--- config.mk ---
export PLATFORM = sky130hd
export DESIGN_NAME = mem_rsp_egress
export DESIGN_NICKNAME = d
export VERILOG_FILES = /design/src/hw/mem_tile_cfg_pkg.sv /design/src/hw/mem_tile_link_pkg.sv /design/src/hw/mem_rsp_egress.sv
export SDC_FILE = /design/constraint.sdc
export NUM_CORES = 1
export LEC_CHECK = 0
export BUFFER_PORTS_ARGS = -buffer_cell sky130_fd_sc_hd__buf_2
export CORE_AREA = 2 2 88 90
export DETAILED_ROUTE_END_ITERATION = 8
export DIE_AREA = 0 0 90 92
export GPL_TIMING_DRIVEN = 1
export PLACE_DENSITY_LB_ADDON = 0.05
export SYNTH_ARGS = -nofsm -noshare
export SYNTH_HDL_FRONTEND = slang
export SYNTH_SLANG_ARGS = --single-unit
export TNS_END_PERCENT = 1
--- constraint.sdc ---
create_clock -name clk_i -period 1.6 [get_ports clk_i]
set_input_delay 0.08 -clock clk_i [delete_from_list [all_inputs] [get_ports clk_i]]
set_output_delay 0.08 -clock clk_i [all_outputs]
set_load 0.005 [all_outputs]
--- src/hw/mem_tile_cfg_pkg.sv ---
////////////////////
// Memory tile geometry
// Bank and row layout of the SRAM macros and the address split
////////////////////

package mem_tile_cfg_pkg;

  localparam int unsigned WordWidth       = 64;
  localparam int unsigned SramDataWidth   = 32;
  localparam int unsigned NumBanksPerWord = WordWidth / SramDataWidth;
  localparam int unsigned NumBankRows     = 4;
  localparam int unsigned SramNumWords    = 64;

  // Address field widths, low to high
  localparam int unsigned SramByteOffsetWidth = $clog2(SramDataWidth / 8);
  localparam int unsigned SramBankSelWidth    = $clog2(NumBanksPerWord);
  localparam int unsigned SramAddrWidth       = $clog2(SramNumWords);
  localparam int unsigned SramMacroSelWidth   = $clog2(NumBankRows);
  localparam int unsigned AddrWidth = SramMacroSelWidth + SramAddrWidth + SramBankSelWidth +
                                      SramByteOffsetWidth;

  typedef logic [WordWidth-1:0]         word_t;
  typedef logic [WordWidth/8-1:0]       strb_t;
  typedef logic [SramDataWidth-1:0]     sram_data_t;
  typedef logic [SramDataWidth/8-1:0]   sram_strb_t;
  typedef logic [SramAddrWidth-1:0]     sram_addr_t;
  typedef logic [SramMacroSelWidth-1:0] macro_sel_t;

  typedef struct packed {
    macro_sel_t                     macro_sel;
    sram_addr_t                     sram_addr;
    logic [SramBankSelWidth-1:0]    bank_sel;
    logic [SramByteOffsetWidth-1:0] byte_off;
  } mem_addr_fields_t;

  // Flat byte address or decoded fields
  typedef union packed {
    logic [AddrWidth-1:0] flat;
    mem_addr_fields_t     fields;
  } mem_addr_u;

endpackage

--- src/hw/mem_tile_link_pkg.sv ---
////////////////////
// Memory tile link flits
// Request and response flits of the credit-based links
////////////////////

package mem_tile_link_pkg;

  localparam int unsigned IdWidth = 4;

  typedef logic [IdWidth-1:0] id_t;

  // Wide-word request as seen on the request link
  typedef struct packed {
    logic                        valid;
    logic                        we;
    id_t                         id;
    mem_tile_cfg_pkg::mem_addr_u addr;
    mem_tile_cfg_pkg::word_t     wdata;
    mem_tile_cfg_pkg::strb_t     be;
  } mem_req_flit_t;

  // Writes return zero data
  typedef struct packed {
    logic                    valid;
    logic                    we;
    id_t                     id;
    mem_tile_cfg_pkg::word_t rdata;
  } mem_rsp_flit_t;

  // Holds credit counts up to 15
  typedef logic [3:0] credit_cnt_t;

endpackage

--- src/hw/mem_rsp_egress.sv ---
////////////////////
// Response egress
// Tracks response credits and forms the response flits
////////////////////

`timescale 1ns/1ps

module mem_rsp_egress
  import mem_tile_cfg_pkg::*;
  import mem_tile_link_pkg::*;
#(
  parameter int unsigned NumRspCredits = 2
) (
  input  logic          clk_i,
  input  logic          rst_n_i,
  input  mem_req_flit_t issue_i,
  output logic          can_issue_o,
  input  word_t         rdata_i,
  input  logic          rsp_credit_i,
  output mem_rsp_flit_t rsp_o
);

  credit_cnt_t credit_cnt_q;
  logic        rsp_valid_q;
  logic        rsp_we_q;
  id_t         rsp_id_q;

  assign can_issue_o = (credit_cnt_q != '0);

  always_ff @(posedge clk_i) begin
    if (!rst_n_i) begin
      credit_cnt_q <= credit_cnt_t'(NumRspCredits);
      rsp_valid_q  <= 1'b0;
    end else begin
      rsp_valid_q <= issue_i.valid;
      if (issue_i.valid && !rsp_credit_i) begin
        credit_cnt_q <= credit_cnt_q - 1'b1;
      end else if (rsp_credit_i && !issue_i.valid) begin
        credit_cnt_q <= credit_cnt_q + 1'b1;
      end
    end
  end

  always_ff @(posedge clk_i) begin
    if (issue_i.valid) begin
      rsp_we_q <= issue_i.we;
      rsp_id_q <= issue_i.id;
    end
  end

  // Read data arrives from the banks one cycle after the issue
  always_comb begin
    rsp_o.valid = rsp_valid_q;
    rsp_o.we    = rsp_we_q;
    rsp_o.id    = rsp_id_q;
    rsp_o.rdata = rsp_we_q ? '0 : rdata_i;
  end

  // Receiver returned more credits than it was given
  assert property (@(posedge clk_i) disable iff (!rst_n_i)
    credit_cnt_q <= credit_cnt_t'(NumRspCredits));

endmodule

==> results of run 1 <==
worst paths after layout:
check,startpoint,endpoint,slack (ns)
max reg2reg,credit_cnt_q[1]$_SDFFE_PN1P_,credit_cnt_q[2]$_SDFFE_PN0P_,0.22
min reg2reg,credit_cnt_q[3]$_SDFFE_PN0P_,credit_cnt_q[3]$_SDFFE_PN0P_,0.47
max,credit_cnt_q[1]$_SDFFE_PN1P_,can_issue_o,0.17
min,issue_i[87],rsp_we_q$_DFFE_PP_,0.02
flip-flops by register name, summed over array words and instances (netlist names):
name and flops:
credit_cnt_q 4, rsp_we_q 1, rsp_id_q 4, rsp_valid_q 1
cells in the final DEF (no fill, tap or decap), drive strengths merged, types with 2 or more instances in the layout:
cell type / count
clkbuf: 3
nand2: 3
nor2b: 64
and2: 2
nand2b: 2
dfxtp: 5
xor2: 2
edfxtp: 5
mux2i: 2
ha: 3
o21ai: 2
buf: 147
synthesized netlist by cell type, drive strengths merged (2+ instances only):
cell type  instances  share of area
and2               2          0.014
edfxtp             5           0.17
nor2b             64           0.45
buf                2          0.017
dfxtp              5           0.11
mux2i              2          0.023
xor2               2          0.020
nand2b             2          0.014
nand2              3          0.013
clkbuf             7          0.030
ha                 3          0.042
o21ai              2          0.011
power by group:
group / internal, mW / switching [mW]
sequential: 0.297 / 0.0194
clock: 0.169 / 0.105
combinational: 0.244 / 0.206
routing by layer:
metal / GRT usage / vias to the layer above / wire length, um
met3: 0.1027 / 0 / 1041
met2: 0.1479 / 91 / 1767
met4: 0.01538 / 0 / 0
li1: - / 623 / -
met5: 0 / - / 0
met1: 0.1652 / 506 / 2532
area by class of cell:
type / instances / area [sq um] / area share
Timing Repair Buffer: 147 / 758.2 / 0.4262
Multi-Input combinational cell: 89 / 591.8 / 0.3326
Sequential cell: 10 / 250.2 / 0.1406
Tap cell: 102 / 127.6 / 0.07173
Clock buffer: 3 / 41.29 / 0.02321
Clock inverter: 1 / 3.754 / 0.002110
Inverter: 1 / 3.754 / 0.002110
Antenna cell: 1 / 2.502 / 0.001406
metrics by stage:
| stage | cell area (sq um) | hold WS (ns) |
|---|---|---|
| 2_1_floorplan | 884.6 | 0.1419 |
| 3_3_place_gp | 1729 | 0.2595 |
| 3_5_place_dp | 1729 | 0.2596 |
| 4_1_cts | 1774 | 0.01065 |
| 5_1_grt | 1777 | 0.01281 |
| 6_report | 1779 | 0.01739 |
cells by family after synthesis:
group,Yosys count,share of synthesized area
XOR/XNOR,3,0.02971
flip-flops,10,0.2829
AND/OR/NAND/NOR,75,0.5233
buffers and inverters,10,0.05092
AO/OA/AOI/OAI,6,0.04810
adder cells (fa/ha/maj),3,0.04244
multiplexers,2,0.02263
repair_timing:
| action | in CTS | in global routing |
|---|---|---|
| hold buffers | 0 | 0 |
| setup buffers | 0 | 0 |
| setup endpoints to repair | 0 | 1 |
| resized for setup | 0 | 1 |
==> impl_metrics.toml, run 1 <==
[clock_network]
clock-sinks = 10
cts-root-buf = "clkbuf_8"
cts_tree = "yes"
cts_buffer_depth = 2
htreeDepth = 1
numCtsBuffers = 3
clkTransAtPathRegs_ns = 0.05
clkLatencyLatePin_ns = 0.24

[hold_path]
hold_class = "in -> reg"
whs_path_depth = 1

[sta]
hold_viol_final = 0
fin_setup_tns_ns = 0
rsz0062_at_grt = "false"
max_freq_mhz = 701.3
post-route-period-util = 0.8912
finalCriticalPeriod_ns = 1.426
finalWorstSetupSlack_ns = 0.1742
tightest_slew_ns = 0.2712
setup_viol = 0
relSlewSlack = 0.8188
drv_slew = 0
worst_clock_skew_ns = 0.007231

[place]
dpl.hpwl_um = 4598
place.gp.congestion = 0.7556
dp.cells = 349
io_buffers = 143
place_ws_ns = 0.1360

[global_route]
grt_max_degree = 66
grt_first_pass_wirelength_um = 7555
grt_pass1_vias = 1188
antenna_found_initial = 0
overflow = 0
grt_usage = 0.1223

[cells_and_area]
final_core_util = 0.2389
nFillCells = 861
syn_to_final_growth_pct = 101.1
drive_gt1_frac = 0.6056
layoutNonFillerInstCount = 354
nets = 411

[critical_path]
reg2reg_depth = 6
worstSetupPathType = "reg -> out"
worstPathRequired_ns = 1.52
path_buf_inv = 2
cp.arrival_ns = 1.35
crit_cells = 3
critPathLaunchType = "register"
critical-path-max-stage-delay_ns = 0.50
cp_slowest_cell = "or4_4"
worstSetupEndpointType = "primary output"
critPathMaxFanout = 6
critical_path.cell_chain = "buf_4 > or4_4 > buf_2"
cp_top_family = "simple AND/OR/NAND/NOR gates"

[floorplanning]
start_util = 0.1188
io_pins = 227
chipHeight_um = 92
coreArea_sq_um = 7447
die_w_um = 90
design.die.area_sq_um = 8280
rows = 32

[route]
via_count = 1220
avgRoutedWirePerCell_um = 15.09
drc = 0
antenna_left = 0
drtIter0Drc = 46
via_per_inst = 3.446
drtPass1Iterations = 4
wl_um = 5341

[synth]
ys_seq_area_frac = 0.2829
synth_seq_cells = 10
syn_avg_cell_area_sq_um = 8.116
synth_area_sq_um = 884.6
synth_ff_type = "edfxtp_1"
synth_nets = 268
ys_warn_count = 0
ys_async_sr_fraction = 0
synth_cell_types = 22
synth_edf_count = 5
synthCells = 109

[outcome]
status = "complete, no violations"

[power_and_ir_drop]
ir_worst_vdd_v = 0.0003317
power_mw = 1.041
powerDensity_nw_per_um2 = 585.1
p_leak_nw = 0.9690

[flow_run]
max_cap_viol_count = 0
(Power assumes the default switching activity.)
==> run 2, diff against run 1 <==
--- a/config.mk
+++ b/config.mk
@@ -5,12 +5,15 @@
 export SDC_FILE = /design/constraint.sdc
 export NUM_CORES = 1
 export LEC_CHECK = 0
+export ABC_AREA = 1
 export BUFFER_PORTS_ARGS = -buffer_cell sky130_fd_sc_hd__buf_2
 export CORE_AREA = 2 2 88 90
+export CTS_BUF_LIST = sky130_fd_sc_hd__clkbuf_4 sky130_fd_sc_hd__clkbuf_8
 export DETAILED_ROUTE_END_ITERATION = 8
 export DIE_AREA = 0 0 90 92
 export GPL_TIMING_DRIVEN = 1
 export PLACE_DENSITY_LB_ADDON = 0.05
+export RECOVER_POWER = 100
 export SYNTH_ARGS = -nofsm -noshare
 export SYNTH_HDL_FRONTEND = slang
 export SYNTH_SLANG_ARGS = --single-unit
==> run 2 against run 1 <==
Cell area rose by 1.1%. Via count rose by 18%. Synthesized cell count rose by 71%. First-iteration DRC count fell by 35%. Register-to-register slack improved by 0.09 ns. Routed wire length fell by 7.8%. Clock-buffer cell count did not move. Critical endpoint is now rsp_o[16].
==> impl_metrics.toml, run 2 <==
[sta]
post-route-period-util = 0.9170
drv_slew = 0
tightest_slew_ns = 0.3940
rsz0062_at_grt = "false"
fin_setup_tns_ns = 0
relSlewSlack = 0.7373
setup_viol = 0
worst_clock_skew_ns = 0.003824
max_freq_mhz = 681.6
hold_viol_final = 0
finalCriticalPeriod_ns = 1.467
finalWorstSetupSlack_ns = 0.1329

[route]
via_per_inst = 3.347
wl_um = 4923
drtPass1Iterations = 4
drc = 0
drtIter0Drc = 30
via_count = 1439
antenna_left = 0
avgRoutedWirePerCell_um = 11.45

[place]
dpl.hpwl_um = 4164
io_buffers = 143
place.gp.congestion = 0.7240
place_ws_ns = 0.2661

[synth]
synth_common_cells = "71 x inv_1, 65 x nor2_1, 9 x nand2_1, 7 x buf_2"
synth_edf_count = 5
synth_seq_cells = 10
synth.area.top_cells = "inv_1 27%, nor2_1 24%, edfxtp_1 15%, dfxtp_1 10%, ha_1 3.7%"
synthCells = 186
synth_cell_types = 21
synth_top_cell_area_share = 0.2653
ys_seq_area_frac = 0.2491
synth_ff_type = "edfxtp_1"
syn_avg_cell_area_sq_um = 5.402
ys_async_sr_fraction = 0
synth_area_sq_um = 1005
synth_nets = 345
yosysMostFrequentCell = "inv_1"
synth.largest_area_cell = "inv_1"
ys_warn_count = 0

[flow_run]
max_cap_viol_count = 0

[clock_network]
clock-sinks = 10
clkLatencyLatePin_ns = 0.24
cts-root-buf = "clkbuf_8"
htreeDepth = 1
cts_tree = "yes"
clkTransAtPathRegs_ns = 0.05
cts_setup_buffers = 0
cts_buffer_depth = 2
numCtsBuffers = 3

[cells_and_area]
final_cell_mix = "76 x buf_2, 72 x inv_1, 65 x nor2_1"
reg_top3 = "credit_cnt_q x4, rsp_id_q x4"
nFillCells = 896
drive_gt1_frac = 0.2988
final_common_cell = "buf_2"
syn_to_final_growth_pct = 79.08
num_antenna_cells = 0
nets = 488

[critical_path]
critPathMaxFanout = 19
critPathLaunchType = "register"
worstSetupPathType = "reg -> out"
cp.arrival_ns = 1.39
worstSetupEndpointType = "primary output"
worstPathRequired_ns = 1.52

[power_and_ir_drop]
powerDensity_nw_per_um2 = 563.5
p_seq_frac = 0.318
pwr-share-comb = 0.408
p_leak_nw = 1.148
p_sw_mw = 0.3561
clock_power_share = 0.275
ir_worst_vdd_v = 0.0002642
p_int_mw = 0.6577
sw_frac_of_total = 0.3513

[global_route]
overflow = 0
grt_pass1_vias = 1271
grt_first_pass_wirelength_um = 7251
grt_max_degree = 36
antenna_found_initial = 1
grt_usage = 0.1133

[floorplanning]
rows = 32
chipHeight_um = 92
die_w_um = 90
start_util = 0.1349
coreArea_sq_um = 7447
io_pins = 227
design.die.area_sq_um = 8280

[hold_path]
hold_class = "in -> reg"

[outcome]
status = "complete, no violations"
run 2: cell types whose count changed after synthesis, moves of 3 or more:
cell	before	now
clkbuf_1	7	0
nand3_1	0	3
nor2b_1	64	0
inv_1	1	71
a21oi_1	0	3
nor2_1	1	65
nand2_1	3	9
buf_2	0	7
run 2: power groups by stage:
stage          logic [mW]  clock network, mW  registers, mW
2_1_floorplan       0.212                  0          0.317
3_3_place_gp        0.449                  0          0.327
3_5_place_dp        0.443                  0          0.325
4_1_cts             0.446              0.283          0.321
5_1_grt             0.475              0.295          0.325
6_report            0.413              0.279          0.322
run 2: final timing paths:
check	startpoint	to	slack, ns	cells past startpoint
min	issue_i[83]	rsp_id_q[0]$_DFFE_PP_	0.02	1
max reg2reg	credit_cnt_q[1]$_SDFFE_PN1P_	credit_cnt_q[2]$_SDFFE_PN0P_	0.31	7
min reg2reg	credit_cnt_q[0]$_SDFFE_PN0P_	credit_cnt_q[0]$_SDFFE_PN0P_	0.52	1
max	rsp_we_q$_DFFE_PP_	rsp_o[16]	0.13	3
run 2: per-stage QoR:
| step | total power [mW] | cells | util | area (sq um) | hold WS (ns) |
|---|---|---|---|---|---|
| floorplan | 0.5293 | 186 | - | 1005 | 0.1735 |
| global placement | 0.7758 | 426 | 0.2455 | 1828 | 0.2612 |
| detailed placement | 0.7683 | 426 | 0.2455 | 1828 | 0.2609 |
| CTS | 1.050 | 430 | 0.2515 | 1873 | 0.01831 |
| global route | 1.096 | 430 | 0.2416 | 1799 | 0.02192 |
| finish | 1.014 | 430 | 0.2416 | 1799 | 0.02002 |
run 2: kinds of logic after synthesis:
family,count (synthesis),share of synthesized area
buffers and inverters,82,0.3238
AND/OR/NAND/NOR,81,0.3250
flip-flops,10,0.2491
AO/OA/AOI/OAI,8,0.04732
adder cells (fa/ha/maj),3,0.03736
XOR/XNOR,2,0.01744
run 2: final cells by class:
type	instances	area (sq um)	share of cell area
clock buffer	3	41.29	0.02295
clock inverter	1	3.754	0.002086
inverter	73	275.3	0.1530
multi-input combinational	94	426.7	0.2371
sequential	10	250.2	0.1391
tap	102	127.6	0.07093
timing repair buffer	147	674.4	0.3748
run 2: critical path, stage by stage (launching register included):
cell and delay (ns):
edfxtp_1 0.55, clkbuf_4 0.30, nor2_1 0.15, clkbuf_1 0.14
run 2: per-layer routing:
metal | global-route usage | up-vias | share of wire
met3 | 0.04437 | 6 | 0.11
met5 | 0 | - | 0.0016
met4 | 0.03077 | 2 | 0.0085
met1 | 0.1523 | 559 | 0.47
li1 | - | 782 | -
met2 | 0.1685 | 90 | 0.41
run 2: repair_timing:
action,in CTS,in global routing
resized for setup,0,1
hold buffers,0,0
endpoints found under the setup margin,0,35
==> run 3, diff against run 2 <==
--- a/config.mk
+++ b/config.mk
@@ -5,12 +5,11 @@
 export SDC_FILE = /design/constraint.sdc
 export NUM_CORES = 1
 export LEC_CHECK = 0
-export ABC_AREA = 1
 export BUFFER_PORTS_ARGS = -buffer_cell sky130_fd_sc_hd__buf_2
-export CORE_AREA = 2 2 88 90
+export CORE_AREA = 2 2 89 91
 export CTS_BUF_LIST = sky130_fd_sc_hd__clkbuf_4 sky130_fd_sc_hd__clkbuf_8
 export DETAILED_ROUTE_END_ITERATION = 8
-export DIE_AREA = 0 0 90 92
+export DIE_AREA = 0 0 91 93
 export GPL_TIMING_DRIVEN = 1
 export PLACE_DENSITY_LB_ADDON = 0.05
 export RECOVER_POWER = 100
==> run 3 against run 2 <==
Die area rose by 2.2%. Clock skew fell by 0.0034 ns. Worst setup slack got worse by 0.070 ns. Routed wire length rose by 12%. Critical path type unchanged. Via count fell by 15%. Highest routed layer unchanged. Sequential power barely moved. Combinational power rose by 2%. Cell area fell by 5.2%. Sequential cell count did not move.
==> impl_metrics.toml, run 3 (synthesized netlist as in run 1, its figures left out) <==
[flow_run]
max_cap_viol_count = 0

[sta]
timing.hold.ws_ns = 0.02371
max_freq_mhz = 650.7
finalWorstSetupSlack_ns = 0.06323
worst_clock_skew_ns = 0.0004241
drv_slew = 0
fin_setup_tns_ns = 0
finalCriticalPeriod_ns = 1.537
hold_viol_final = 0
post-route-period-util = 0.9605
tightest_slew_ns = 0.4098
relSlewSlack = 0.7268
setup_viol = 0
rsz0062_at_grt = "false"

[place]
dp.cells = 350
io_buffers = 143
place_ws_ns = 0.1252
place.gp.congestion = 0.7074
dpl.hpwl_um = 4775

[route]
drtPass1Iterations = 4
via_count = 1223
antenna_left = 0
drtIter0Drc = 20
wl_um = 5506
drc = 0
avgRoutedWirePerCell_um = 15.55
via_per_inst = 3.455

[critical_path]
critical-path-max-stage-delay_ns = 0.63
reg2reg_depth = 6
cp.arrival_ns = 1.46
reg2reg_slack_ns = 0.20
critPathLaunchType = "register"
r2r-end = "credit_cnt_q[2]$_SDFFE_PN0P_"
worstSetupEndpointType = "primary output"
cp_top_family = "simple AND/OR/NAND/NOR gates"
worstSetupPathType = "reg -> out"
critical_path.cell_chain = "buf_6 > or4_2 > buf_2"
worstPathRequired_ns = 1.52
cp_slowest_cell = "or4_2"
rr_startpoint = "credit_cnt_q[1]$_SDFFE_PN1P_"
path_buf_inv = 2
startpoint = "credit_cnt_q[1]$_SDFFE_PN1P_"
critPathMaxFanout = 6

[cells_and_area]
num_antenna_cells = 0
final_common_cell = "buf_2"
layoutNonFillerInstCount = 354
syn_to_final_growth_pct = 92.79
nets = 412
reg_top3 = "credit_cnt_q x4, rsp_id_q x4"
nFillCells = 911
final_cell_mix = "74 x buf_2, 64 x nor2b_1, 55 x clkbuf_1"
drive_gt1_frac = 0.3849

[clock_network]
clkLatencyLatePin_ns = 0.23
htreeDepth = 1
cts_buffer_depth = 2
clock-sinks = 10
cts_hold_buf = 0
cts_tree = "yes"
post_cts_resized = 0
clkTransAtPathRegs_ns = 0.05
numCtsBuffers = 3
cts-root-buf = "clkbuf_8"
cts_setup_buffers = 0

[floorplanning]
rows = 32
io_pins = 227
die_w_um = 91
chipHeight_um = 93
design.die.area_sq_um = 8463
start_util = 0.1175
coreArea_sq_um = 7527

[hold_path]
worstHoldStart = "issue_i[85]"
whs_path_depth = 1
min_to = "rsp_id_q[2]$_DFFE_PP_"
hold_class = "in -> reg"

[power_and_ir_drop]
powerDensity_nw_per_um2 = 595.6
ir_worst_vdd_v = 0.0003964
power_mw = 1.016
p_leak_nw = 0.7703

[global_route]
grt_usage = 0.1244
grt_first_pass_wirelength_um = 7803
grt_pass1_vias = 1241
grt_max_degree = 30
overflow = 0
antenna_found_initial = 1

[outcome]
status = "complete, no violations"
-- run 3: cell types whose count changed in the layout (fill, tap and decap cells not counted), moves of 2 or more --
cell	previous run	this run
inv_1	72	1
nor2_1	65	1
nor2b_1	0	64
nand2_1	10	3
nand3_1	3	0
a21oi_1	3	1
and2_1	0	2
buf_2	76	74
buf_6	1	3
mux2i_1	0	2
nand2b_1	0	2
o211ai_1	2	0
-- run 3: worst max path at each step --
stage	end	cells after the start
finish	can_issue_o	3
global placement	credit_cnt_q[2]$_SDFFE_PN0P_	9
floorplan	credit_cnt_q[2]$_SDFFE_PN0P_	6
global route	rsp_o[54]	3
detailed placement	credit_cnt_q[2]$_SDFFE_PN0P_	9
CTS	can_issue_o	3
-- run 3: stage by stage --
stage               instance area [sq um]  utilization
finish                               1705       0.2266
global route                         1705       0.2266
CTS                                  1769       0.2350
detailed placement                   1724       0.2291
global placement                     1724       0.2291
floorplan                           884.6            -
-- run 3: final cells by class --
type / count / area [sq um] / area share
Sequential cell: 10 / 251.5 / 0.1475
Inverter: 1 / 3.754 / 0.002201
Tap cell: 102 / 127.6 / 0.07483
Clock inverter: 1 / 3.754 / 0.002201
Timing Repair Buffer: 148 / 691.9 / 0.4057
Clock buffer: 3 / 41.29 / 0.02421
Multi-Input combinational cell: 89 / 585.6 / 0.3434
-- run 3: where the power goes --
group          internal (mW)  total, mW  switching (mW)
registers              0.299      0.324          0.0253
logic                  0.218      0.423           0.206
clock network          0.168      0.269           0.100
total                  0.685       1.02           0.331
-- run 3: layer usage --
metal | share of wire | vias to the layer above | track usage
li1 | - | 625 | -
met1 | 0.44 | 494 | 0.1597
met2 | 0.35 | 96 | 0.1586
met3 | 0.20 | 6 | 0.09992
met4 | 0.0078 | 2 | 0.02652
met5 | 0.0024 | - | 0
