**config.mk**
```make
export PLATFORM = sky130hd
export DESIGN_NAME = mem_req_ingress
export DESIGN_NICKNAME = d
export VERILOG_FILES = /design/src/hw/mem_tile_cfg_pkg.sv /design/src/hw/mem_tile_link_pkg.sv /design/src/hw/mem_req_ingress.sv
export SDC_FILE = /design/constraint.sdc
export NUM_CORES = 1
export LEC_CHECK = 0
export ABC_AREA = 1
export BUFFER_PORTS_ARGS = -buffer_cell sky130_fd_sc_hd__buf_2
export CELL_PAD_IN_SITES_DETAIL_PLACEMENT = 2
export CELL_PAD_IN_SITES_GLOBAL_PLACEMENT = 2
export CORE_MARGIN = 1.5
export CORE_UTILIZATION = 36
export CTS_CLUSTER_DIAMETER = 120
export DETAILED_ROUTE_END_ITERATION = 7
export PLACE_DENSITY = 0.72
export SETUP_SLACK_MARGIN = 0.2
export SLEW_MARGIN = 0
export SYNTH_ARGS = -nofsm -noshare
export SYNTH_HDL_FRONTEND = slang
export SYNTH_SLANG_ARGS = --single-unit
```
**constraint.sdc**
```tcl
create_clock -name clk_i -period 2.92 [get_ports clk_i]
set_input_delay 0 -clock clk_i [delete_from_list [all_inputs] [get_ports clk_i]]
set_output_delay 0 -clock clk_i [all_outputs]
set_load 0.1 [all_outputs]
```
**src/hw/mem_tile_cfg_pkg.sv**
```systemverilog
////////////////////
// Memory tile geometry
// Bank and row layout of the SRAM macros and the address split
////////////////////

package mem_tile_cfg_pkg;

  localparam int unsigned WordWidth       = 64;
  localparam int unsigned SramDataWidth   = 32;
  localparam int unsigned NumBanksPerWord = WordWidth / SramDataWidth;
  localparam int unsigned NumBankRows     = 4;
  localparam int unsigned SramNumWords    = 64;

  // Address field widths, low to high
  localparam int unsigned SramByteOffsetWidth = $clog2(SramDataWidth / 8);
  localparam int unsigned SramBankSelWidth    = $clog2(NumBanksPerWord);
  localparam int unsigned SramAddrWidth       = $clog2(SramNumWords);
  localparam int unsigned SramMacroSelWidth   = $clog2(NumBankRows);
  localparam int unsigned AddrWidth = SramMacroSelWidth + SramAddrWidth + SramBankSelWidth +
                                      SramByteOffsetWidth;

  typedef logic [WordWidth-1:0]         word_t;
  typedef logic [WordWidth/8-1:0]       strb_t;
  typedef logic [SramDataWidth-1:0]     sram_data_t;
  typedef logic [SramDataWidth/8-1:0]   sram_strb_t;
  typedef logic [SramAddrWidth-1:0]     sram_addr_t;
  typedef logic [SramMacroSelWidth-1:0] macro_sel_t;

  typedef struct packed {
    macro_sel_t                     macro_sel;
    sram_addr_t                     sram_addr;
    logic [SramBankSelWidth-1:0]    bank_sel;
    logic [SramByteOffsetWidth-1:0] byte_off;
  } mem_addr_fields_t;

  // Flat byte address or decoded fields
  typedef union packed {
    logic [AddrWidth-1:0] flat;
    mem_addr_fields_t     fields;
  } mem_addr_u;

endpackage

```
**src/hw/mem_tile_link_pkg.sv**
```systemverilog
////////////////////
// Memory tile link flits
// Request and response flits of the credit-based links
////////////////////

package mem_tile_link_pkg;

  localparam int unsigned IdWidth = 4;

  typedef logic [IdWidth-1:0] id_t;

  // Wide-word request as seen on the request link
  typedef struct packed {
    logic                        valid;
    logic                        we;
    id_t                         id;
    mem_tile_cfg_pkg::mem_addr_u addr;
    mem_tile_cfg_pkg::word_t     wdata;
    mem_tile_cfg_pkg::strb_t     be;
  } mem_req_flit_t;

  // Writes return zero data
  typedef struct packed {
    logic                    valid;
    logic                    we;
    id_t                     id;
    mem_tile_cfg_pkg::word_t rdata;
  } mem_rsp_flit_t;

  // Holds credit counts up to 15
  typedef logic [3:0] credit_cnt_t;

endpackage

```
**src/hw/mem_req_ingress.sv**
```systemverilog
////////////////////
// Request ingress
// Credit-granting request buffer, one issue per cycle
////////////////////

`timescale 1ns/1ps

module mem_req_ingress
  import mem_tile_link_pkg::*;
#(
  parameter int unsigned NumReqCredits = 4
) (
  input  logic          clk_i,
  input  logic          rst_n_i,
  input  mem_req_flit_t req_i,
  output logic          req_credit_o,
  input  logic          can_issue_i,
  output mem_req_flit_t issue_o
);

  localparam int unsigned PtrWidth = (NumReqCredits > 1) ? $clog2(NumReqCredits) : 1;

  mem_req_flit_t        buf_q [NumReqCredits];
  logic [PtrWidth-1:0]  wr_ptr_q;
  logic [PtrWidth-1:0]  rd_ptr_q;
  credit_cnt_t          fill_q;
  logic                 push;
  logic                 pop;

  assign push = req_i.valid;
  assign pop  = (fill_q != '0) && can_issue_i;

  // Head goes out on the cycle it is popped, its slot is credited back
  always_comb begin
    issue_o       = buf_q[rd_ptr_q];
    issue_o.valid = pop;
  end
  assign req_credit_o = pop;

  always_ff @(posedge clk_i) begin
    if (push) begin
      buf_q[wr_ptr_q] <= req_i;
    end
  end

  always_ff @(posedge clk_i) begin
    if (!rst_n_i) begin
      wr_ptr_q <= '0;
      rd_ptr_q <= '0;
      fill_q   <= '0;
    end else begin
      if (push) begin
        wr_ptr_q <= (wr_ptr_q == PtrWidth'(NumReqCredits - 1)) ? '0 : wr_ptr_q + 1'b1;
      end
      if (pop) begin
        rd_ptr_q <= (rd_ptr_q == PtrWidth'(NumReqCredits - 1)) ? '0 : rd_ptr_q + 1'b1;
      end
      if (push && !pop) begin
        fill_q <= fill_q + 1'b1;
      end else if (pop && !push) begin
        fill_q <= fill_q - 1'b1;
      end
    end
  end

  // Sender pushed without holding a credit
  assert property (@(posedge clk_i) disable iff (!rst_n_i)
    req_i.valid |-> (fill_q < credit_cnt_t'(NumReqCredits)));

endmodule

```
==> impl_metrics.py, run 1 <==
metrics = {
    "clock_tree": {
        "clock_sinks": 362,
        "clk_pin_slew_ns": 0.06,
        "h-tree-depth": 2,
        "post_cts_resized": 0,
        "insertion_delay_ns": 0.53,
        "clock-root-buffer": "clkbuf_16",
        "cts_tree": "done",
        "cts_buffer_depth": 3,
        "cts_made_buffers": 40,
    },
    "logic_synthesis": {
        "yosys_warnings": 0,
        "synth_common_cells": "edfxtp_1, nor2_1, o21ai_0",
        "syn_nets": 1030,
        "synth_edf_count": 352,
        "netlist_area_sq_um": 13600,
        "dominantRegCellSynth": "edfxtp_1",
        "synth_area_leaders": "edfxtp_1, nor2_1, o21ai_0",
        "synth_top_area_share": 0.777,
        "yosysMostFrequentCell": "edfxtp_1",
        "syn_inst": 929,
        "async_flop_share": 0,
        "synth.largest_area_cell": "edfxtp_1",
        "ys_types": 24,
        "synth-seq-area-share": 0.792,
        "synth_seq_cells": 362,
        "postSynthAreaPerCell_sq_um": 14.6,
    },
    "timing": {
        "fmax_mhz": 373,
        "whs_ns": 0.240,
        "fin_worst_skew_ns": 0.0163,
        "min_period_ns": 2.68,
        "hold_violations": 0,
        "rsz0062_at_grt": "false",
        "drv_slew": 0,
        "slew_headroom": 0.482,
        "worst_pin_slew_ns": 0.777,
        "final-setup-viol-count": 0,
        "fin_setup_tns_ns": 0,
        "setup_ws_ns": 0.242,
        "post-route-period-util": 0.917,
    },
    "power": {
        "power_mw": 19.0,
        "clockPowerShare": 0.241,
        "combPwrFrac": 0.435,
        "p_leak_nw": 6.03,
        "seqPwrFrac": 0.323,
        "powerDensity_nw_per_um2": 1110,
        "internal_power_mw": 9.89,
        "vdd_drop_max_uv": 737,
        "p_switching_mw": 9.11,
        "p_sw_frac": 0.479,
    },
    "floorplan": {
        "die_w_um": 197,
        "coreArea_sq_um": 37400,
        "die_y_um": 197,
        "ioPinCount": 182,
        "die_area_sq_um": 38900,
        "start_util": 0.364,
        "placementRows": 71,
    },
    "run": {
        "maxCapViolations": 0,
    },
    "cells_and_area": {
        "fin_area_sq_um": 17100,
        "syn_to_final_growth_pct": 26.0,
        "fillers": 3648,
        "multi_input_area_sq_um": 2400,
        "final_util": 0.458,
        "instances_no_fill": 1748,
        "drive_gt1_frac": 0.207,
        "nets": 1306,
        "regArea_sq_um": 10800,
    },
    "place": {
        "placed_cell_area_sq_um": 15000,
        "place_inst": 1581,
        "dp_hpwl_um": 22500,
        "port_buffers": 181,
        "place_congestion": 0.727,
        "place_ws_ns": 0.847,
    },
    "setup_path": {
        "crit_family": "buffers and inverters",
        "crit_arrival_ns": 2.68,
        "path_cells": "buf_12 > o21ai_0 > o22ai_1 > buf_2",
        "critPathCaptureType": "output port",
        "cp_slowest_cell": "buf_12",
        "required_ns": 2.92,
        "start_kind": "flop",
        "critPathMaxFanout": 176,
        "critPathKind": "reg -> out",
        "slowest_delay_ns": 0.56,
        "path_buf_inv": 2,
        "rr_startpoint": "wr_ptr_q[0]",
    },
    "routing": {
        "avgRoutedWirePerCell_um": 22.1,
        "vias_per_cell": 4.99,
        "wl_um": 38500,
        "ant_nets": 0,
        "drc": 0,
        "drtIter0Drc": 469,
        "routed-via-count": 8731,
        "first_pass_iters": 4,
    },
    "worst_hold_path": {
        "hold_start": "req_i[25]",
        "hold_class": "in -> reg",
    },
    "global_routing": {
        "grt_max_degree": 177,
        "grt_antenna_before_repair": 2,
        "grt_usage": 0.197,
        "grt_overflow": 0,
        "grt_pass1_wl_um": 58100,
        "grt_pass1_vias": 9871,
    },
    "status": {
        "status": "finished clean",
    },
}
## final cells by class
class	count	share of cell area
Multi-Input combinational cell	489	0.140
Antenna cell	2	0.000292
Clock buffer	60	0.0646
Tap cell	511	0.0373
Timing Repair Buffer	291	0.120
Clock inverter	12	0.00372
Sequential cell	362	0.629
Inverter	21	0.00577
## repair_timing
| action | in CTS | in global routing |
|---|---|---|
| hold buffers | 93 | 0 |
| endpoints found under the hold margin | 362 | 0 |
| buffers inserted | 0 | 0 |
## routing by layer
metal / GRT usage / wire length (um)
met5: 0 / 0
met2: 0.350 / 19400
met1: 0.256 / 17200
met4: 0.0396 / 493
met3: 0.0292 / 1520
## power groups by stage
stage          sequential [mW]  clock, mW  combinational, mW
2_1_floorplan             6.16          0               6.70
3_3_place_gp              6.24          0               8.09
3_5_place_dp              6.26          0               8.21
4_1_cts                   6.15       4.67               8.34
5_1_grt                   6.18       4.88               8.66
6_report                  6.15       4.58               8.27
## path summary, 6_finish.rpt
kind                  end  cells after the start  slack [ns]
max           issue_o[74]                      4        0.24
min          buf_q[1][25]                      2        0.24
max reg2reg   wr_ptr_q[1]                      6        0.63
min reg2reg     fill_q[1]                      2        0.53
## flip-flops by register name, indices dropped and copies added, names as in the netlist, named ones only
name / flops
wr_ptr_q: 2
rd_ptr_q: 2
buf_q: 352
fill_q: 4
## cell usage in the layout, fill, tap and decap left out
| cell type | Yosys | routed |
|---|---|---|
| dlygate4sd3_1 | 0 | 93 |
| nor2_1 | 180 | 180 |
| buf_12 | 0 | 7 |
| ha_1 | 8 | 8 |
| dfxtp_4 | 0 | 2 |
| o21ai_0 | 125 | 125 |
| a21oi_1 | 8 | 8 |
| clkinvlp_4 | 0 | 3 |
| inv_4 | 1 | 1 |
| diode_2 | 0 | 2 |
| xor2_1 | 1 | 1 |
| clkbuf_8 | 0 | 1 |
| nand4_1 | 1 | 1 |
| clkbuf_16 | 0 | 41 |
| buf_2 | 12 | 181 |
| or2_2 | 2 | 2 |
| clkinv_2 | 0 | 4 |
| nand2_1 | 15 | 15 |
| clkinv_1 | 0 | 6 |
| clkbuf_1 | 22 | 18 |
| nand3_1 | 4 | 4 |
| dfxtp_1 | 10 | 8 |
| inv_1 | 19 | 15 |
| o21ai_1 | 55 | 55 |
| edfxtp_1 | 352 | 352 |
| buf_4 | 5 | 10 |
| o22ai_1 | 88 | 88 |
| fa_1 | 1 | 1 |
| nor3_1 | 1 | 1 |
| inv_6 | 0 | 4 |
## logic make-up after synthesis
| family | Yosys count | share of synthesized area |
|---|---|---|
| DFF | 362 | 0.792 |
| AOI/OAI and AO/OA | 276 | 0.110 |
| and+or+nand+nor | 203 | 0.0570 |
| buffers and inverters | 78 | 0.0317 |
| adders and majority gates | 9 | 0.00883 |
| xor gates and xnor gates | 1 | 0.000644 |
Note: power is estimated with default switching activity, not from simulation.
==> run 2, diff against run 1 <==
--- a/config.mk
+++ b/config.mk
@@ -14,6 +14,7 @@
 export CTS_CLUSTER_DIAMETER = 120
 export DETAILED_ROUTE_END_ITERATION = 7
 export PLACE_DENSITY = 0.72
+export RECOVER_POWER = 50
 export SETUP_SLACK_MARGIN = 0.2
 export SLEW_MARGIN = 0
 export SYNTH_ARGS = -nofsm -noshare
==> run 2 against run 1 <==
Effect of this change: combinational power about the same; die area stayed put; clock-buffer cell count stayed put; clock skew barely moved; clock power about the same; critical path depth unchanged; first-iteration DRC count is 6.2% higher; setup slack got worse by 0.030 ns; the run now ends with max-capacitance violations left; cell count did not move; sequential power hardly changed; largest power group unchanged; fmax fell by 1.1%; via count up 0.50%.
==> impl_metrics.py, run 2 (same netlist as run 1, synthesis figures left out) <==
metrics = {
    "floorplan": {
        "ioPinCount": 182,
        "placementRows": 71,
        "die_area_sq_um": 38900,
        "start_util": 0.364,
        "coreArea_sq_um": 37400,
        "die_w_um": 197,
        "die_y_um": 197,
    },
    "setup_path": {
        "critPathCaptureType": "output port",
        "cp_slowest_cell": "buf_2",
        "slowest_delay_ns": 0.50,
        "required_ns": 2.92,
        "start_kind": "flop",
        "path_cells": "buf_12 > o21ai_0 > o22ai_1 > buf_2",
        "path_buf_inv": 2,
        "crit_arrival_ns": 2.71,
        "critPathMaxFanout": 176,
        "crit_family": "buffers and inverters",
        "critPathKind": "reg -> out",
    },
    "cells_and_area": {
        "fillers": 3677,
        "instances_no_fill": 1748,
        "final_cell_mix": "edfxtp_1, nor2_1, o21ai_0",
        "largest_register_ffs": 352,
        "fin_area_sq_um": 17000,
        "top_register": "buf_q",
        "nets": 1306,
        "reg_top3": "buf_q x352, fill_q x4",
        "syn_to_final_growth_pct": 25.1,
        "final_common_cell": "edfxtp_1",
        "drive_gt1_frac": 0.135,
    },
    "power": {
        "powerDensity_nw_per_um2": 1120,
        "p_sw_frac": 0.480,
        "combPwrFrac": 0.435,
        "internal_power_mw": 9.87,
        "seqPwrFrac": 0.324,
        "clockPowerShare": 0.241,
        "vdd_drop_max_uv": 737,
        "p_leak_nw": 5.79,
        "p_switching_mw": 9.10,
    },
    "status": {
        "status": "finished with violations",
        "violations": "max-capacitance violations",
    },
    "timing": {
        "fmax_mhz": 369,
        "rsz0062_at_grt": "false",
        "slew_headroom": 0.00505,
        "final-setup-viol-count": 0,
        "fin_worst_skew_ns": 0.0163,
        "worst_pin_slew_ns": 1.49,
        "hold_violations": 0,
        "post-route-period-util": 0.927,
        "fin_setup_tns_ns": 0,
        "min_period_ns": 2.71,
        "drv_slew": 0,
    },
    "clock_tree": {
        "cts_made_buffers": 40,
        "cts_tree": "done",
        "clk_pin_slew_ns": 0.06,
        "clock-root-buffer": "clkbuf_16",
        "h-tree-depth": 2,
        "insertion_delay_ns": 0.53,
        "clock_sinks": 362,
        "cts_buffer_depth": 3,
    },
    "place": {
        "place_inst": 1581,
        "port_buffers": 181,
        "placed_cell_area_sq_um": 15000,
        "dp_hpwl_um": 22500,
        "place_congestion": 0.727,
    },
    "routing": {
        "drc": 0,
        "first_pass_iters": 4,
        "avgRoutedWirePerCell_um": 22.0,
        "wl_um": 38400,
        "drtIter0Drc": 498,
        "vias_per_cell": 5.02,
        "ant_nets": 0,
        "routed-via-count": 8775,
    },
    "worst_hold_path": {
        "hold_class": "in -> reg",
    },
    "run": {
        "maxCapViolations": 1,
    },
    "global_routing": {
        "grt_usage": 0.197,
        "grt_pass1_vias": 9871,
        "grt_antenna_before_repair": 2,
        "grt_max_degree": 177,
        "grt_overflow": 0,
        "grt_pass1_wl_um": 58100,
    },
}
## run 2: changes by cell type in the layout (fill, tap and decap cells not counted)
cell      previous run  this run
inv_4                1         0
buf_2              181        93
inv_1               15        16
buf_12               7         6
clkbuf_1            18       106
clkbuf_4             0         1
## run 2: power groups by stage
stage          clock network (mW)  logic (mW)  registers [mW]
3_5_place_dp                    0        8.21            6.26
2_1_floorplan                   0        6.70            6.16
3_3_place_gp                    0        8.09            6.24
4_1_cts                      4.67        8.34            6.15
5_1_grt                      4.88        8.64            6.18
6_report                     4.57        8.25            6.15
## run 2: path summary, 6_finish.rpt
| check | startpoint | to | slack (ns) | depth (start not counted) |
|---|---|---|---|---|
| max | flop | issue_o[74] | 0.21 | 4 |
| min | req_i[31] | buf_q[3][31] | 0.29 | 2 |
| max reg2reg | wr_ptr_q[1] | buf_q[1][79] | 0.37 | 5 |
| min reg2reg | fill_q[1] | fill_q[1] | 0.53 | 2 |
## run 2: final cells by class
class,count,area [sq um],area share
clock buffer,60,1110,0.0651
multi-input combinational,489,2400,0.141
clock inverter,12,63.8,0.00375
sequential,362,10800,0.633
antenna,2,5.00,0.000294
timing repair buffer,291,1930,0.113
tap,511,639,0.0376
inverter,21,96.3,0.00566
## run 2: stage by stage
step | utilization | total power, mW | setup slack [ns] | hold slack (ns)
after floorplan | - | 12.9 | 0.211 | 0.0989
after global placement | 0.402 | 14.3 | 0.872 | 0.214
after detailed placement | 0.402 | 14.5 | 0.847 | 0.218
after CTS | 0.458 | 19.2 | 0.288 | 0.219
after global routing | 0.455 | 19.7 | 0.141 | 0.291
final | 0.455 | 19.0 | 0.212 | 0.286
## run 2: what timing repair did
action                     CTS  global route
setup buffers                0             0
hold endpoints to repair   362             0
hold buffers                93             0
setup endpoints to repair    0             0
resized for setup            0             0
## run 2: routing by layer
| layer | wire (um) | vias to the layer above | GRT usage |
|---|---|---|---|
| li1 | - | 4047 | - |
| met1 | 17100 | 4497 | 0.256 |
| met2 | 19300 | 192 | 0.350 |
| met3 | 1480 | 39 | 0.0292 |
| met4 | 495 | 0 | 0.0396 |
| met5 | 0 | - | 0 |
==> run 3, diff against run 2 <==
--- a/config.mk
+++ b/config.mk
@@ -6,7 +6,7 @@
 export NUM_CORES = 1
 export LEC_CHECK = 0
 export ABC_AREA = 1
-export BUFFER_PORTS_ARGS = -buffer_cell sky130_fd_sc_hd__buf_2
+export BUFFER_PORTS_ARGS = -buffer_cell sky130_fd_sc_hd__buf_4
 export CELL_PAD_IN_SITES_DETAIL_PLACEMENT = 2
 export CELL_PAD_IN_SITES_GLOBAL_PLACEMENT = 2
 export CORE_MARGIN = 1.5
==> run 3 against run 2 <==
Effect of this change: the flow finishes with violations (max-capacitance violations, max-slew violations); global-route usage rose by 1.3 points; fmax rose by 3.1%; sequential power barely moved; clock power rose by 13%; setup slack improved by 0.080 ns; worst hold slack got worse by 0.033 ns; via count rose by 0.65%; utilization rose by 1.2 points; total power rose by 5.7%; critical endpoint is now buf_q[1][79]; highest routed layer is now met5.
==> impl_metrics.py, run 3 (same netlist as run 1, synthesis figures left out) <==
metrics = {
    "status": {
        "status": "finished with violations",
        "violations": "max-capacitance violations, max-slew violations",
    },
    "floorplan": {
        "coreArea_sq_um": 37400,
        "placementRows": 71,
        "ioPinCount": 182,
        "die_w_um": 197,
        "die_y_um": 197,
        "die_area_sq_um": 38900,
        "start_util": 0.364,
    },
    "setup_path": {
        "r2r_cells": 5,
        "rr_startpoint": "wr_ptr_q[1]",
        "required_ns": 3.12,
        "critPathKind": "reg -> reg",
        "cp_slowest_cell": "inv_1",
        "crit_arrival_ns": 2.82,
        "slowest_delay_ns": 1.11,
        "reg2reg_to": "buf_q[1][79]",
        "path_cells": "inv_1 > ha_1 > nand2_1 > inv_1 > buf_4",
        "ff2ff_setup_slack_ns": 0.29,
        "start_kind": "flop",
        "critPathCaptureType": "flop",
        "cp_common_cell": "inv_1",
        "critPathMaxFanout": 30,
    },
    "routing": {
        "vias_per_cell": 5.05,
        "wl_um": 40400,
        "routed-via-count": 8832,
        "first_pass_iters": 6,
        "drtIter0Drc": 493,
        "ant_nets": 0,
        "avgRoutedWirePerCell_um": 23.1,
        "drc": 0,
    },
    "timing": {
        "drv_slew": 91,
        "fin_worst_skew_ns": 0.0237,
        "rsz0062_at_grt": "false",
        "worst_pin_slew_ns": 1.89,
        "slew_headroom": -0.262,
        "final-setup-viol-count": 0,
        "post-route-period-util": 0.900,
        "min_period_ns": 2.63,
        "fin_setup_tns_ns": 0,
        "setup_ws_ns": 0.292,
        "fmax_mhz": 381,
        "hold_violations": 0,
    },
    "power": {
        "p_switching_mw": 9.32,
        "combPwrFrac": 0.436,
        "internal_power_mw": 10.7,
        "p_sw_frac": 0.465,
        "seqPwrFrac": 0.306,
        "powerDensity_nw_per_um2": 1150,
        "vdd_drop_max_uv": 884,
        "power_mw": 20.1,
        "clockPowerShare": 0.258,
        "p_leak_nw": 5.96,
    },
    "global_routing": {
        "grt_max_degree": 177,
        "grt_pass1_vias": 9965,
        "grt_pass1_wl_um": 60700,
        "grt_usage": 0.210,
        "grt_overflow": 0,
        "grt_antenna_before_repair": 4,
    },
    "clock_tree": {
        "cts_tree": "done",
        "clock_sinks": 362,
        "clock-root-buffer": "clkbuf_16",
        "cts_buffer_depth": 3,
        "clk_pin_slew_ns": 0.06,
        "insertion_delay_ns": 0.55,
        "cts_setup_buffers": 0,
        "cts_made_buffers": 40,
        "h-tree-depth": 2,
    },
    "cells_and_area": {
        "top_register": "buf_q",
        "nets": 1305,
        "final_common_cell": "edfxtp_1",
        "final_cell_mix": "edfxtp_1, nor2_1, o21ai_0",
        "largest_register_ffs": 352,
        "drive_gt1_frac": 0.144,
        "reg_top3": "buf_q x352, fill_q x4",
        "syn_to_final_growth_pct": 28.3,
    },
    "worst_hold_path": {
        "hold_class": "in -> reg",
        "hold_start": "req_i[20]",
        "min_path_cells": 2,
        "hold_end": "buf_q[1][20]",
    },
    "place": {
        "dp_hpwl_um": 23100,
        "place_congestion": 0.719,
        "place_ws_ns": 0.773,
        "port_buffers": 181,
    },
    "run": {
        "maxCapViolations": 2,
    },
}
==> run 3: critical path, delay by kind of cell (launching register included) <==
kind | cells | cell delay [ns]
buffers and inverters | 3 | 1.70
DFF | 1 | 0.34
adders and majority gates | 1 | 0.17
and+or+nand+nor | 1 | 0.05
==> run 3: stage by stage <==
stage	hold WS [ns]	instances	utilization	instance area, sq um
after detailed placement	0.206	1580	0.415	15500
after global routing	0.262	1748	0.467	17400
final	0.253	1749	0.467	17500
after CTS	0.168	1746	0.475	17800
after global placement	0.202	1580	0.415	15500
after floorplan	0.0989	929	-	13600
==> run 3: layout make-up <==
| type | count | area, sq um |
|---|---|---|
| repair buffers | 290 | 2200 |
| inverters | 21 | 96.3 |
| multi-input cells | 489 | 2400 |
| clock buffers | 54 | 1090 |
| well taps | 511 | 639 |
| flip-flops and latches | 362 | 10800 |
| clock inverters | 19 | 241 |
| fillers | 3629 | 19900 |
| diodes | 3 | 7.51 |
==> run 3: worst max-delay path by stage <==
stage / cells after the start / slack (ns) / from / endpoint
final: 5 / 0.29 / wr_ptr_q[1] / buf_q[1][79]
after global routing: 5 / 0.11 / wr_ptr_q[1] / buf_q[1][57]
after CTS: 4 / 0.33 / flop / issue_o[71]
after detailed placement: 5 / 0.77 / wr_ptr_q[0] / buf_q[0][42]
after global placement: 5 / 0.89 / wr_ptr_q[0] / buf_q[0][42]
after floorplan: 4 / 0.21 / wr_ptr_q[1] / buf_q[1][0]
==> run 3: power by group through the flow <==
| stage | Combinational [mW] | Clock, mW | Sequential (mW) |
|---|---|---|---|
| floorplan | 6.70 | 0 | 6.16 |
| global placement | 8.55 | 0 | 6.21 |
| detailed placement | 8.71 | 0 | 6.24 |
| CTS | 8.85 | 5.26 | 6.13 |
| global route | 9.13 | 5.46 | 6.16 |
| finish | 8.75 | 5.17 | 6.13 |
==> run 3: what timing repair did <==
item / CTS / global route
hold endpoints to repair: 362 / 0
endpoints found under the setup margin: 0 / 1
resized for setup: 0 / 1
hold buffers: 93 / 0
==> run 3: routing by layer <==
| metal | up-vias | routed length [um] | GRT usage |
|---|---|---|---|
| li1 | 4058 | - | - |
| met3 | 63 | 1620 | 0.0352 |
| met4 | 2 | 1010 | 0.0645 |
| met2 | 201 | 20700 | 0.366 |
| met5 | - | 12 | 0 |
| met1 | 4508 | 17100 | 0.267 |
